### src/esp_host_pkg.sv
package esp_host_pkg;

    // Host word, extra ninth bit of the core not carried
    localparam int HOST_W = 8;

    ////////////////////////////////////////////////////////////////////
    // FIFO pointer helpers
    ////////////////////////////////////////////////////////////////////
    // Pointer width for a power-of-two depth, never zero
    function automatic int ptr_w(input int depth);
        return (depth > 1) ? $clog2(depth) : 1;
    endfunction

    // Occupancy counter width, one extra bit to hold a full count
    function automatic int cnt_w(input int depth);
        return ptr_w(depth) + 1;
    endfunction

endpackage

### src/esp_line_pkg.sv
package esp_line_pkg;

    ////////////////////////////////////////////////////////////////////
    // Frame layout, 8N1, LSB first
    ////////////////////////////////////////////////////////////////////
    localparam int DATA_BITS  = 8;              // Payload bits per frame
    localparam int FRAME_BITS = DATA_BITS + 2;  // Start + data + stop

    localparam logic START_BIT = 1'b0;          // Line level of start bit
    localparam logic STOP_BIT  = 1'b1;          // Line level of stop bit, also idle

    ////////////////////////////////////////////////////////////////////
    // FSM states
    ////////////////////////////////////////////////////////////////////
    // Receiver
    typedef enum logic [1:0] {
        RX_IDLE,    // Waiting for falling edge
        RX_START,   // Half bit, start level recheck
        RX_DATA,    // Sampling data bits
        RX_STOP     // Stop bit sample
    } rx_state_e;

    // Transmitter
    typedef enum logic [1:0] {
        TX_IDLE,
        TX_START,
        TX_DATA,
        TX_STOP
    } tx_state_e;

endpackage

### src/esp_sync_fifo.sv
`timescale 1ns/1ps

module esp_sync_fifo #(
    parameter int DEPTH = 16,                       // Power of two
    parameter int WIDTH = esp_host_pkg::HOST_W
) (
    input  logic                                    clk,
    input  logic                                    arst_n,

    // Write side
    input  logic [WIDTH-1:0]                        wr_data,
    input  logic                                    wr_en,

    // Read side, head entry always presented
    input  logic                                    rd_en,
    output logic [WIDTH-1:0]                        rd_data,

    // Status
    output logic                                    full,
    output logic                                    empty,
    output logic [esp_host_pkg::cnt_w(DEPTH)-1:0]   count
);
    import esp_host_pkg::*;

    localparam int PTR_W = ptr_w(DEPTH);
    localparam int CNT_W = cnt_w(DEPTH);

    logic [WIDTH-1:0] mem [DEPTH];
    logic [PTR_W-1:0] wr_ptr;
    logic [PTR_W-1:0] rd_ptr;
    logic [CNT_W-1:0] cnt_q;
    logic             do_wr;
    logic             do_rd;

    assign full  = (cnt_q == CNT_W'(DEPTH));
    assign empty = (cnt_q == '0);
    assign count = cnt_q;

    // Full FIFO still takes a write when read in the same cycle
    assign do_rd = rd_en && !empty;
    assign do_wr = wr_en && (!full || rd_en);

    ////////////////////////////////////////////////////////////////////
    // Pointers and occupancy
    ////////////////////////////////////////////////////////////////////
    always_ff @(posedge clk or negedge arst_n) begin
        if (!arst_n) begin
            wr_ptr <= '0;
            rd_ptr <= '0;
            cnt_q  <= '0;
        end else begin
            if (do_wr) wr_ptr <= wr_ptr + 1'b1;    // Wraps at DEPTH
            if (do_rd) rd_ptr <= rd_ptr + 1'b1;

            case ({do_wr, do_rd})
                2'b10:   cnt_q <= cnt_q + 1'b1;
                2'b01:   cnt_q <= cnt_q - 1'b1;
                default: cnt_q <= cnt_q;           // Both or neither
            endcase
        end
    end

    // Storage
    always_ff @(posedge clk) begin
        if (do_wr) begin
            mem[wr_ptr] <= wr_data;
        end
    end

    assign rd_data = mem[rd_ptr];   // Write visible the cycle after

endmodule

### src/esp_uart_link.sv
`timescale 1ns/1ps

module esp_uart_link #(
    parameter int CLKS_PER_BIT = 248,   // Clocks per serial bit
    parameter int FIFO_DEPTH   = 16,    // Entries per FIFO, power of two
    parameter int RTS_MARGIN   = 2      // Free entries left when RTS rises
) (
    input  logic                            clk,
    input  logic                            arst_n,

    // ESP32 serial line
    input  logic                            esp_rx,
    output logic                            esp_tx,
    input  logic                            esp_cts,
    output logic                            esp_rts,

    // Host transmit
    input  logic [esp_host_pkg::HOST_W-1:0] tx_data,
    input  logic                            tx_valid,
    output logic                            tx_ready,

    // Host receive
    output logic [esp_host_pkg::HOST_W-1:0] rx_data,
    output logic                            rx_valid,
    input  logic                            rx_ready,

    // Status pulses
    output logic                            rx_overflow,
    output logic                            rx_framing_error
);
    import esp_host_pkg::*;

    localparam int CNT_W     = cnt_w(FIFO_DEPTH);
    localparam int RTS_LEVEL = FIFO_DEPTH - RTS_MARGIN;

    logic [HOST_W-1:0] rx_byte_data;
    logic              rx_byte_valid;
    logic              rx_fifo_full;
    logic              rx_fifo_empty;
    logic [CNT_W-1:0]  rx_fifo_count;
    logic              rx_rd;

    logic [HOST_W-1:0] tx_fifo_data;
    logic              tx_fifo_full;
    logic              tx_fifo_empty;
    logic              tx_in_ready;
    logic              tx_rd;

    ////////////////////////////////////////////////////////////////////
    // Receive path
    ////////////////////////////////////////////////////////////////////
    esp_uart_rx #(
        .CLKS_PER_BIT (CLKS_PER_BIT)
    ) u_rx (
        .clk           (clk),
        .arst_n        (arst_n),
        .esp_rx        (esp_rx),
        .byte_data     (rx_byte_data),
        .byte_valid    (rx_byte_valid),
        .framing_error (rx_framing_error)
    );

    assign rx_valid = !rx_fifo_empty;
    assign rx_rd    = rx_valid && rx_ready;

    esp_sync_fifo #(
        .DEPTH (FIFO_DEPTH),
        .WIDTH (HOST_W)
    ) u_rx_fifo (
        .clk     (clk),
        .arst_n  (arst_n),
        .wr_data (rx_byte_data),
        .wr_en   (rx_byte_valid),
        .rd_en   (rx_rd),
        .rd_data (rx_data),
        .full    (rx_fifo_full),
        .empty   (rx_fifo_empty),
        .count   (rx_fifo_count)
    );

    // Byte lost, same cycle as the receiver strobe
    assign rx_overflow = rx_byte_valid && rx_fifo_full && !rx_rd;

    // RTS raised near full so the ESP32 stops sending
    always_ff @(posedge clk or negedge arst_n) begin
        if (!arst_n) begin
            esp_rts <= 1'b0;
        end else begin
            esp_rts <= (rx_fifo_count >= CNT_W'(RTS_LEVEL));
        end
    end

    ////////////////////////////////////////////////////////////////////
    // Transmit path
    ////////////////////////////////////////////////////////////////////
    assign tx_ready = !tx_fifo_full;
    assign tx_rd    = !tx_fifo_empty && tx_in_ready;

    esp_sync_fifo #(
        .DEPTH (FIFO_DEPTH),
        .WIDTH (HOST_W)
    ) u_tx_fifo (
        .clk     (clk),
        .arst_n  (arst_n),
        .wr_data (tx_data),
        .wr_en   (tx_valid && tx_ready),
        .rd_en   (tx_rd),
        .rd_data (tx_fifo_data),
        .full    (tx_fifo_full),
        .empty   (tx_fifo_empty),
        .count   ()                      // Level not needed on this side
    );

    esp_uart_tx #(
        .CLKS_PER_BIT (CLKS_PER_BIT)
    ) u_tx (
        .clk      (clk),
        .arst_n   (arst_n),
        .in_data  (tx_fifo_data),
        .in_valid (!tx_fifo_empty),
        .in_ready (tx_in_ready),
        .esp_cts  (esp_cts),
        .esp_tx   (esp_tx)
    );

endmodule

### src/esp_uart_rx.sv
`timescale 1ns/1ps

module esp_uart_rx #(
    parameter int CLKS_PER_BIT = 248        // Clocks per serial bit
) (
    input  logic                            clk,
    input  logic                            arst_n,

    // Serial input from ESP32
    input  logic                            esp_rx,

    // Received byte, one-cycle strobes
    output logic [esp_host_pkg::HOST_W-1:0] byte_data,
    output logic                            byte_valid,
    output logic                            framing_error
);
    import esp_line_pkg::*;

    localparam int CNT_W = (CLKS_PER_BIT > 1) ? $clog2(CLKS_PER_BIT) : 1;
    localparam int IDX_W = $clog2(DATA_BITS);

    localparam logic [CNT_W-1:0] HALF_LAST = CNT_W'(CLKS_PER_BIT / 2 - 1);
    localparam logic [CNT_W-1:0] BIT_LAST  = CNT_W'(CLKS_PER_BIT - 1);
    localparam logic [IDX_W-1:0] IDX_LAST  = IDX_W'(DATA_BITS - 1);

    logic [2:0]           rx_sync;      // [1:0] synchroniser, [2] previous level
    logic                 rx_s;         // Synchronised line
    logic                 rx_fall;      // High to low on synced line
    rx_state_e            state_q;
    logic [CNT_W-1:0]     cnt_q;        // Clocks within current bit
    logic [IDX_W-1:0]     idx_q;        // Data bit index
    logic [DATA_BITS-1:0] shift_q;      // LSB first, shifts in from the top
    logic                 sample;       // Mid-bit data sample strobe

    ////////////////////////////////////////////////////////////////////
    // Input synchroniser and edge detect
    ////////////////////////////////////////////////////////////////////
    always_ff @(posedge clk or negedge arst_n) begin
        if (!arst_n) begin
            rx_sync <= 3'b111;      // Idle line is high
        end else begin
            rx_sync <= {rx_sync[1:0], esp_rx};
        end
    end

    assign rx_s    = rx_sync[1];
    assign rx_fall = rx_sync[2] & ~rx_sync[1];

    ////////////////////////////////////////////////////////////////////
    // Receive FSM
    ////////////////////////////////////////////////////////////////////
    always_ff @(posedge clk or negedge arst_n) begin
        if (!arst_n) begin
            state_q       <= RX_IDLE;
            cnt_q         <= '0;
            idx_q         <= '0;
            byte_valid    <= 1'b0;
            framing_error <= 1'b0;
        end else begin
            byte_valid    <= 1'b0;  // Strobes last one cycle
            framing_error <= 1'b0;

            case (state_q)
                RX_IDLE: begin
                    if (rx_fall) begin
                        state_q <= RX_START;
                        cnt_q   <= '0;
                    end
                end

                RX_START: begin
                    if (cnt_q == HALF_LAST) begin
                        cnt_q <= '0;
                        idx_q <= '0;
                        // Glitch if line went back high
                        state_q <= (rx_s == START_BIT) ? RX_DATA : RX_IDLE;
                    end else begin
                        cnt_q <= cnt_q + 1'b1;
                    end
                end

                RX_DATA: begin
                    if (cnt_q == BIT_LAST) begin
                        cnt_q <= '0;
                        if (idx_q == IDX_LAST) begin
                            state_q <= RX_STOP;
                        end else begin
                            idx_q <= idx_q + 1'b1;
                        end
                    end else begin
                        cnt_q <= cnt_q + 1'b1;
                    end
                end

                RX_STOP: begin
                    if (cnt_q == BIT_LAST) begin
                        cnt_q   <= '0;
                        state_q <= RX_IDLE;
                        if (rx_s == STOP_BIT) begin
                            byte_valid <= 1'b1;
                        end else begin
                            framing_error <= 1'b1;   // Byte dropped
                        end
                    end else begin
                        cnt_q <= cnt_q + 1'b1;
                    end
                end

                default: state_q <= RX_IDLE;
            endcase
        end
    end

    // Data shift register
    assign sample = (state_q == RX_DATA) && (cnt_q == BIT_LAST);

    always_ff @(posedge clk) begin
        if (sample) begin
            shift_q <= {rx_s, shift_q[DATA_BITS-1:1]};
        end
    end

    assign byte_data = shift_q;    // Stable until next frame's first data bit

endmodule

### src/esp_uart_tx.sv
`timescale 1ns/1ps

module esp_uart_tx #(
    parameter int CLKS_PER_BIT = 248
) (
    input  logic                            clk,
    input  logic                            arst_n,

    // Byte stream from transmit FIFO
    input  logic [esp_host_pkg::HOST_W-1:0] in_data,
    input  logic                            in_valid,
    output logic                            in_ready,

    // Serial side
    input  logic                            esp_cts,   // High asks us to pause
    output logic                            esp_tx
);
    import esp_line_pkg::*;

    localparam int CNT_W = (CLKS_PER_BIT > 1) ? $clog2(CLKS_PER_BIT) : 1;
    localparam int IDX_W = $clog2(DATA_BITS);

    localparam logic [CNT_W-1:0] BIT_LAST = CNT_W'(CLKS_PER_BIT - 1);
    localparam logic [IDX_W-1:0] IDX_LAST = IDX_W'(DATA_BITS - 1);

    logic [1:0]            cts_sync;
    logic                  cts_q;       // Synchronised CTS
    tx_state_e             state_q;
    logic [CNT_W-1:0]      cnt_q;
    logic [IDX_W-1:0]      idx_q;
    logic [FRAME_BITS-1:0] frame_q;     // Bit 0 is on the line
    logic                  load;
    logic                  bit_end;

    // CTS only matters before a frame starts
    assign cts_q    = cts_sync[1];
    assign in_ready = (state_q == TX_IDLE) && !cts_q;
    assign load     = in_valid && in_ready;
    assign bit_end  = (state_q != TX_IDLE) && (cnt_q == BIT_LAST);
    assign esp_tx   = frame_q[0];

    always_ff @(posedge clk or negedge arst_n) begin
        if (!arst_n) begin
            cts_sync <= 2'b00;
        end else begin
            cts_sync <= {cts_sync[0], esp_cts};
        end
    end

    ////////////////////////////////////////////////////////////////////
    // Transmit FSM and frame shifter
    ////////////////////////////////////////////////////////////////////
    always_ff @(posedge clk or negedge arst_n) begin
        if (!arst_n) begin
            state_q <= TX_IDLE;
            cnt_q   <= '0;
            idx_q   <= '0;
            frame_q <= '1;              // Line idles high
        end else begin
            // Bit period counter
            if (state_q == TX_IDLE || bit_end) begin
                cnt_q <= '0;
            end else begin
                cnt_q <= cnt_q + 1'b1;
            end

            if (load) begin
                frame_q <= {STOP_BIT, in_data, START_BIT};
            end else if (bit_end) begin
                frame_q <= {1'b1, frame_q[FRAME_BITS-1:1]};   // Refill with idle
            end

            case (state_q)
                TX_IDLE:  if (load) state_q <= TX_START;
                TX_START: begin
                    if (bit_end) begin
                        state_q <= TX_DATA;
                        idx_q   <= '0;
                    end
                end
                TX_DATA: begin
                    if (bit_end) begin
                        if (idx_q == IDX_LAST) state_q <= TX_STOP;
                        else                   idx_q   <= idx_q + 1'b1;
                    end
                end
                TX_STOP:  if (bit_end) state_q <= TX_IDLE;   // Frame always finishes
                default:  state_q <= TX_IDLE;
            endcase
        end
    end

endmodule

### config.mk
export PLATFORM = sky130hd
export DESIGN_NAME = esp_uart_link
export DESIGN_NICKNAME = d
export VERILOG_FILES = /design/src/esp_host_pkg.sv /design/src/esp_line_pkg.sv /design/src/esp_sync_fifo.sv /design/src/esp_uart_link.sv /design/src/esp_uart_rx.sv /design/src/esp_uart_tx.sv
export SDC_FILE = /design/constraint.sdc
export NUM_CORES = 1
export LEC_CHECK = 0
export BUFFER_PORTS_ARGS = -buffer_cell sky130_fd_sc_hd__buf_4
export CAP_MARGIN = 20
export CORE_AREA = 2 2 157 159
export DETAILED_ROUTE_END_ITERATION = 16
export DIE_AREA = 0 0 159 161
export PLACE_DENSITY = 0.87
export SYNTH_ARGS = -nofsm -noshare
export SYNTH_HDL_FRONTEND = slang
export SYNTH_HIERARCHICAL = 1
export SYNTH_SLANG_ARGS = --single-unit
export TNS_END_PERCENT = 100
### constraint.sdc
create_clock -name clk -period 8.8 [get_ports clk]
set_input_delay 0.44 -clock clk [delete_from_list [all_inputs] [get_ports clk]]
set_output_delay 0.44 -clock clk [all_outputs]
set_load 0.005 [all_outputs]
; After elaboration in Yosys (flattened, before gate mapping)
; Memories as Yosys holds them, arrays and structs flattened.
; Index checks and enable logic that the tools add are counted.
[op_classes]
n_reduce_logical = 36
n_eq_ne = 29
bitwise = 2
n_mux = 40
order_cmp = 1
add_sub_neg = 12
[ops]
columns = op, n
row1 = 8-bit 2-to-1 mux, 4
row2 = 8-bit one-hot mux with 3 select lines, 1
row3 = 2-bit 2-to-1 mux, 11
row4 = 10-bit 2-to-1 mux, 2
row5 = 5-bit one-hot mux with 2 select lines, 2
row6 = 3-bit 2-to-1 mux, 6
row7 = "2-bit by 1-bit inequality test with 1-bit output, second input constant", 9
row8 = "4-bit by 1-bit adder with 4-bit output, second input constant", 4
row9 = "8-bit by 1-bit adder with 8-bit output, second input constant", 2
row10 = "8-bit == test, second input constant", 2
row11 = 2-bit one-hot mux with 4 select lines, 2
row12 = "2-bit == test, second input constant", 6
row13 = 1-bit logical AND, 12
row14 = 3-bit one-hot mux with 2 select lines, 2
row15 = 2-bit nonzero test, 6
row16 = "5-bit by 1-bit adder with 5-bit output, second input constant", 2
row17 = "5-bit == test, second input constant", 2
row18 = 5-bit logical NOT, 2
row19 = 1-bit 2-to-1 mux, 10
row20 = 5-bit AND reduction, 2
row21 = "5-bit by 1-bit subtractor with 5-bit output, second input constant", 2
row22 = "2-bit by 1-bit == test with 1-bit output, second input constant", 4
row23 = "8-bit by 7-bit == test with 1-bit output, second input constant", 1
row24 = 4-bit AND reduction, 2
row25 = 10 further kinds, 22
[word_totals]
memories = 2
output_inout_bits = 14
inputBits = 14
word_cells = 141
mem_bits_rw = 256
regBits = 78
[memory_table]
columns = name, depth, width, rd, rd_ports_with_merged_regs, wr, line_no
row1 = u_rx_fifo.mem, 16, 8, 1, 0, 1, esp_sync_fifo.sv:28  ; logic [WIDTH-1:0] mem [DEPTH];
row2 = u_tx_fifo.mem, 16, 8, 1, 0, 1, esp_sync_fifo.sv:28

; Depth between registers and ports, before layout
[depth]
depth_word = 7
depth_mapped = 15
ltp_nobuf = 14

; Hierarchy
; Netlist, hierarchy kept.
[by_module_without_submodules]
columns = module, cells_per_inst, area_per_inst_um2, seq_area_each_um2, instances
row1 = esp_sync_fifo, 327, 5811.8, 4169.0, 2
row2 = esp_uart_tx, 120, 1216.2, 611.8, 1
row3 = esp_uart_rx, 99, 1204.9, 694.4, 1
row4 = esp_uart_link, 10, 81.3, 25.0, 1

; Least setup slack after synthesis
; OpenSTA, ideal clock, no wires.
[synth_path]
path_type = register to register
from = register u_tx.state_q[0]
to = register u_tx_fifo.cnt_q[4], in the netlist u_tx_fifo/count[4]
n_path_buf = 2
setup_slack_ps = 5666
setup_ps = 123
t_required_ps = 8677
period_less_slack_ps = 3134
stages_incl_launch_ff = 16
t_arrival_ps = 3011
path_cell_list = dfrtp_1 inv_1 ha_1 nor2b_1 clkbuf_1 nor2b_1 nor2b_1 buf_2 ha_1 inv_1 fa_1 nor2b_1 o21ai_0 nand3_1 or3b_1 xnor2_1
[synth_between]
elab_cells_between_ends = 10
classes_between = eq/ne: 2 / mux: 1 / reduce/logical: 7
[synth_rtl]
columns = element, line_no
row1 = from (decl), esp_uart_tx.sv:28  ; tx_state_e state_q;
row2 = from (signal assigned), esp_uart_tx.sv:55  ; state_q <= TX_IDLE;
row3 = from (signal assigned), esp_uart_tx.sv:74  ; TX_IDLE: if (load) state_q <= TX_START;
row4 = from (signal assigned), esp_uart_tx.sv:77  ; state_q <= TX_DATA;
row5 = 2-bit logical NOT *, esp_uart_tx.sv:37  ; assign in_ready = (state_q == TX_IDLE) && !cts_q;
row6 = 1-bit logical AND *, esp_uart_tx.sv:37
row7 = via tx_in_ready, esp_uart_link.sv:46  ; logic tx_in_ready;
row8 = 1-bit logical AND *, esp_uart_link.sv:97  ; assign tx_rd = !tx_fifo_empty && tx_in_ready;
row9 = via tx_rd, esp_uart_link.sv:47  ; logic tx_rd;
row10 = 1-bit logical AND *, esp_sync_fifo.sv:40  ; assign do_rd = rd_en && !empty;
row11 = via u_tx_fifo.do_rd, esp_sync_fifo.sv:33  ; logic do_rd;
row12 = 2-bit by 1-bit == test with 1-bit output / 2-bit == test (equally long branches), esp_sync_fifo.sv:55  ; case ({do_wr, do_rd})
row13 = 5-bit one-hot mux with 2 select lines / 2-bit nonzero test (equally long branches), n/a
row14 = to (signal assigned), esp_sync_fifo.sv:56  ; 2'b10: cnt_q <= cnt_q + 1'b1;
row15 = to (signal assigned), esp_sync_fifo.sv:57  ; 2'b01: cnt_q <= cnt_q - 1'b1;
row16 = to (signal assigned), esp_sync_fifo.sv:58  ; default: cnt_q <= cnt_q;
row17 = to (decl), esp_sync_fifo.sv:31  ; logic [CNT_W-1:0] cnt_q;
; Mark *: on every way through the listed nets, which the timed path passes. The rest lies on a longest branch.
; A chain may end at the register's enable or synchronous reset.

; Worst setup path after layout
[layout_path]
from = register u_tx.state_q[1]
to = register u_tx_fifo.cnt_q[4], in the netlist u_tx_fifo/count[4]
[layout_between]
elab_chain_len = 7
elab_cells_between_ends = 10
classes_between = eq/ne: 2 / mux: 1 / reduce/logical: 7
[layout_lines]
columns = element, line_no
row1 = 2-bit logical NOT *, esp_uart_tx.sv:37
row2 = 1-bit logical AND *, esp_uart_tx.sv:37
row3 = via tx_in_ready, esp_uart_link.sv:46
row4 = 1-bit logical AND *, esp_uart_link.sv:97
row5 = via tx_rd, esp_uart_link.sv:47
row6 = 1-bit logical OR, esp_sync_fifo.sv:41  ; assign do_wr = wr_en && (!full || rd_en);
row7 = 1-bit logical AND, esp_sync_fifo.sv:41
row8 = 2-bit by 1-bit == test with 1-bit output / 2-bit == test (equally long branches), esp_sync_fifo.sv:55
row9 = 5-bit one-hot mux with 2 select lines / 2-bit nonzero test (equally long branches), n/a
; Marks and branches as above.

==> results_dict.tcl <==
set metrics [dict create \
    max-slew-margin-rel 0.4171 \
    r2r-end "u_tx_fifo/count[4]" \
    drive_above_1_share 0.1757 \
    insertedDiodeCount 0 \
    drt_wl_total_mm 27.41 \
    grt_pass1_wl_mm 42.78 \
    start_util 0.5895 \
    overflow 0 \
    intPower_mw 2.950 \
    synthDistinctLibCells 66 \
    fin_nets 958 \
    setup_viol 0 \
    synthFlopType "edfxtp_1" \
    required_ns 9.18 \
    p_sw_mw 1.132 \
    insertion_delay_ns 0.52 \
    p_clk_frac 0.330 \
    finalSetupTns_ns 0 \
    peakVddDrop_mv 0.2230 \
    root_buffer "clkbuf_16" \
    antenna_found_initial 0 \
    hold_path_class "primary input to asynchronous set/reset pin" \
    wl_per_cell_um 21.70 \
    arrival_ns 4.08 \
    timing.final.crit_share 0.4200 \
    gp_congestion 0.7925 \
    rr_worst_depth 13 \
    drt-pass1-iter-count 5 \
    fmax_mhz 270.6 \
    p_per_area_nw_per_um2 262.8 \
    die_area_um2 25600 \
    ant_nets 0 \
    clkTransAtPathRegs_ns 0.06 \
    place_inst 1200 \
    yosys_warnings 6 \
    core_um2 23960 \
    ctsResizeCount 0 \
    final_common_cell "edfxtp_1" \
    hold_violations 0 \
    synth.net_count 928 \
    clk_path_buf_depth 3 \
    h-tree-depth 2 \
    postCtsHoldBufs 0 \
    synth_edf_count 264 \
    power.share.sequential 0.470 \
    via_per_inst 6.184 \
    grt_max_degree 70 \
    netlist_instances 883 \
    crit_type "flop to flop" \
    cap_viol_max_count 0 \
    cts_tree "yes" \
    synth_seq_area_share 0.6845 \
    avgSynthCellArea_um2 16.00 \
    num_vias 7811 \
    status "complete, no violations" \
    io_buffers 27 \
    io_pins 28 \
    async_reset_ff_frac 0.2072 \
    rsz0062_at_grt "false" \
    crit_fanout 7 \
    period_needed_ns 3.696 \
    die_y_um 161 \
    first_iter_violations 612 \
    drc 0 \
    worst_pin_slew_ns 0.8744 \
    gr-usage-all-layers 0.2155 \
    power_leakage_nw 5.718 \
    hpwl_mm 16.72 \
    final_core_util 0.6482 \
    grt_pass1_vias 7833 \
    reg2reg_slack_ns 5.10 \
    syn_area_um2 14130 \
    numCtsBuffers 34 \
    start_kind "flop" \
    synth-seq-cells 333 \
    whs_ns 0.01877 \
    cp-startpoint "u_tx/state_q[1]" \
    fin_skew_ns 0.03187 \
    fp-row-count 57 \
    final_max_slew_viol_count 0 \
    area_delta_synth_final_pct 9.956 \
    post-cts-setup-buffers 0 \
    swShare 0.2774 \
    fin_cells 1263 \
    cp-end-kind "flop" \
    regToRegStartpoint "u_tx/state_q[1]" \
    fillers 1593 \
    final_cell_mix "edfxtp_1 (264), dfrtp_1 (55), mux2i_1 (55), nand2_1 (49), o21ai_0 (43)" \
    combinationalPowerShare 0.200 \
    cts_sinks 333 \
    die_x_um 159 \
]
cell usage after synthesis, drive strengths merged, types with 25 or more instances:
library cell	number	area share
nand2	50	0.013
nand3	32	0.012
buf	28	0.018
dfrtp	57	0.10
and2	34	0.015
o21ai	48	0.017
inv	25	0.0066
a21oi	28	0.0099
ha	29	0.026
mux4	32	0.051
edfxtp	264	0.56
mux2i	55	0.039
flip-flops by register name, summed over array words and instances (netlist names), 5 cells and up, named ones only:
register and cells:
u_rx/byte_data 8, u_rx/cnt_q 8, u_rx_fifo/count 5, u_rx_fifo/mem 128, u_tx/cnt_q 8, u_tx/frame_q 9, u_tx_fifo/count 5, u_tx_fifo/mem 128
stage by stage:
| step | area, um2 | power, mW | worst slack (ns) |
|---|---|---|---|
| 3_5_place_dp | 14470 | 2.749 | 5.180 |
| 6_report | 15530 | 4.082 | 5.104 |
| 2_1_floorplan | 14130 | 2.511 | 5.666 |
| 5_1_grt | 15530 | 4.243 | 4.785 |
| 3_3_place_gp | 14470 | 2.708 | 5.292 |
| 4_1_cts | 15520 | 4.099 | 5.125 |
worst max-delay path by stage:
stage,end,depth (start not counted)
floorplan,u_tx_fifo/count[4],15
global placement,u_tx_fifo/count[4],13
detailed placement,u_tx_fifo/count[4],13
CTS,u_tx_fifo/count[4],13
global route,u_tx_fifo/count[4],13
finish,u_tx_fifo/count[4],13
worst max-delay path, cell delays in order (launching register included):
cell     delay, ns
dfrtp_1       0.41
inv_1         0.12
ha_1          0.33
nor2b_1       0.40
nor2b_1       0.25
nor2b_1       0.44
ha_1          0.32
inv_1         0.10
fa_1          0.40
nor2b_1       0.11
o21ai_0       0.11
nand3_1       0.10
or3b_1        0.36
xnor2_1       0.13
layer usage:
layer	GRT usage	vias up	part of all wire
li1	-	3452	-
met2	0.3680	318	0.50
met5	0	-	0
met3	0.04006	74	0.064
met1	0.2769	3967	0.40
met4	0.08554	0	0.035
area by class of cell:
type                       count  area [um2]  share of cell area
clock inverter                17       138.9            0.008942
multi-input combinational    486        4061              0.2615
sequential                   333        9672              0.6227
tap                          324       405.4             0.02610
clock buffer                  45       913.4             0.05880
timing repair buffer          33       247.7             0.01595
inverter                      25       93.84            0.006042
power by group through the flow:
stage	Sequential (mW)	Combinational (mW)	Clock, mW
6_report	1.92	0.817	1.35
5_1_grt	1.93	0.884	1.43
4_1_cts	1.92	0.813	1.37
3_5_place_dp	1.94	0.805	0
3_3_place_gp	1.94	0.773	0
2_1_floorplan	1.90	0.607	0
logic make-up after synthesis:
kind of cell    Yosys count  synth area share
xor+xnor                 26           0.01612
mux                     106            0.1057
buf+inv                  64           0.02799
compound gates          137           0.06324
flops                   333            0.6845
simple gates            186           0.07396
fa+ha+maj                31           0.02852
No activity file was read; power rests on OpenSTA's default activity.
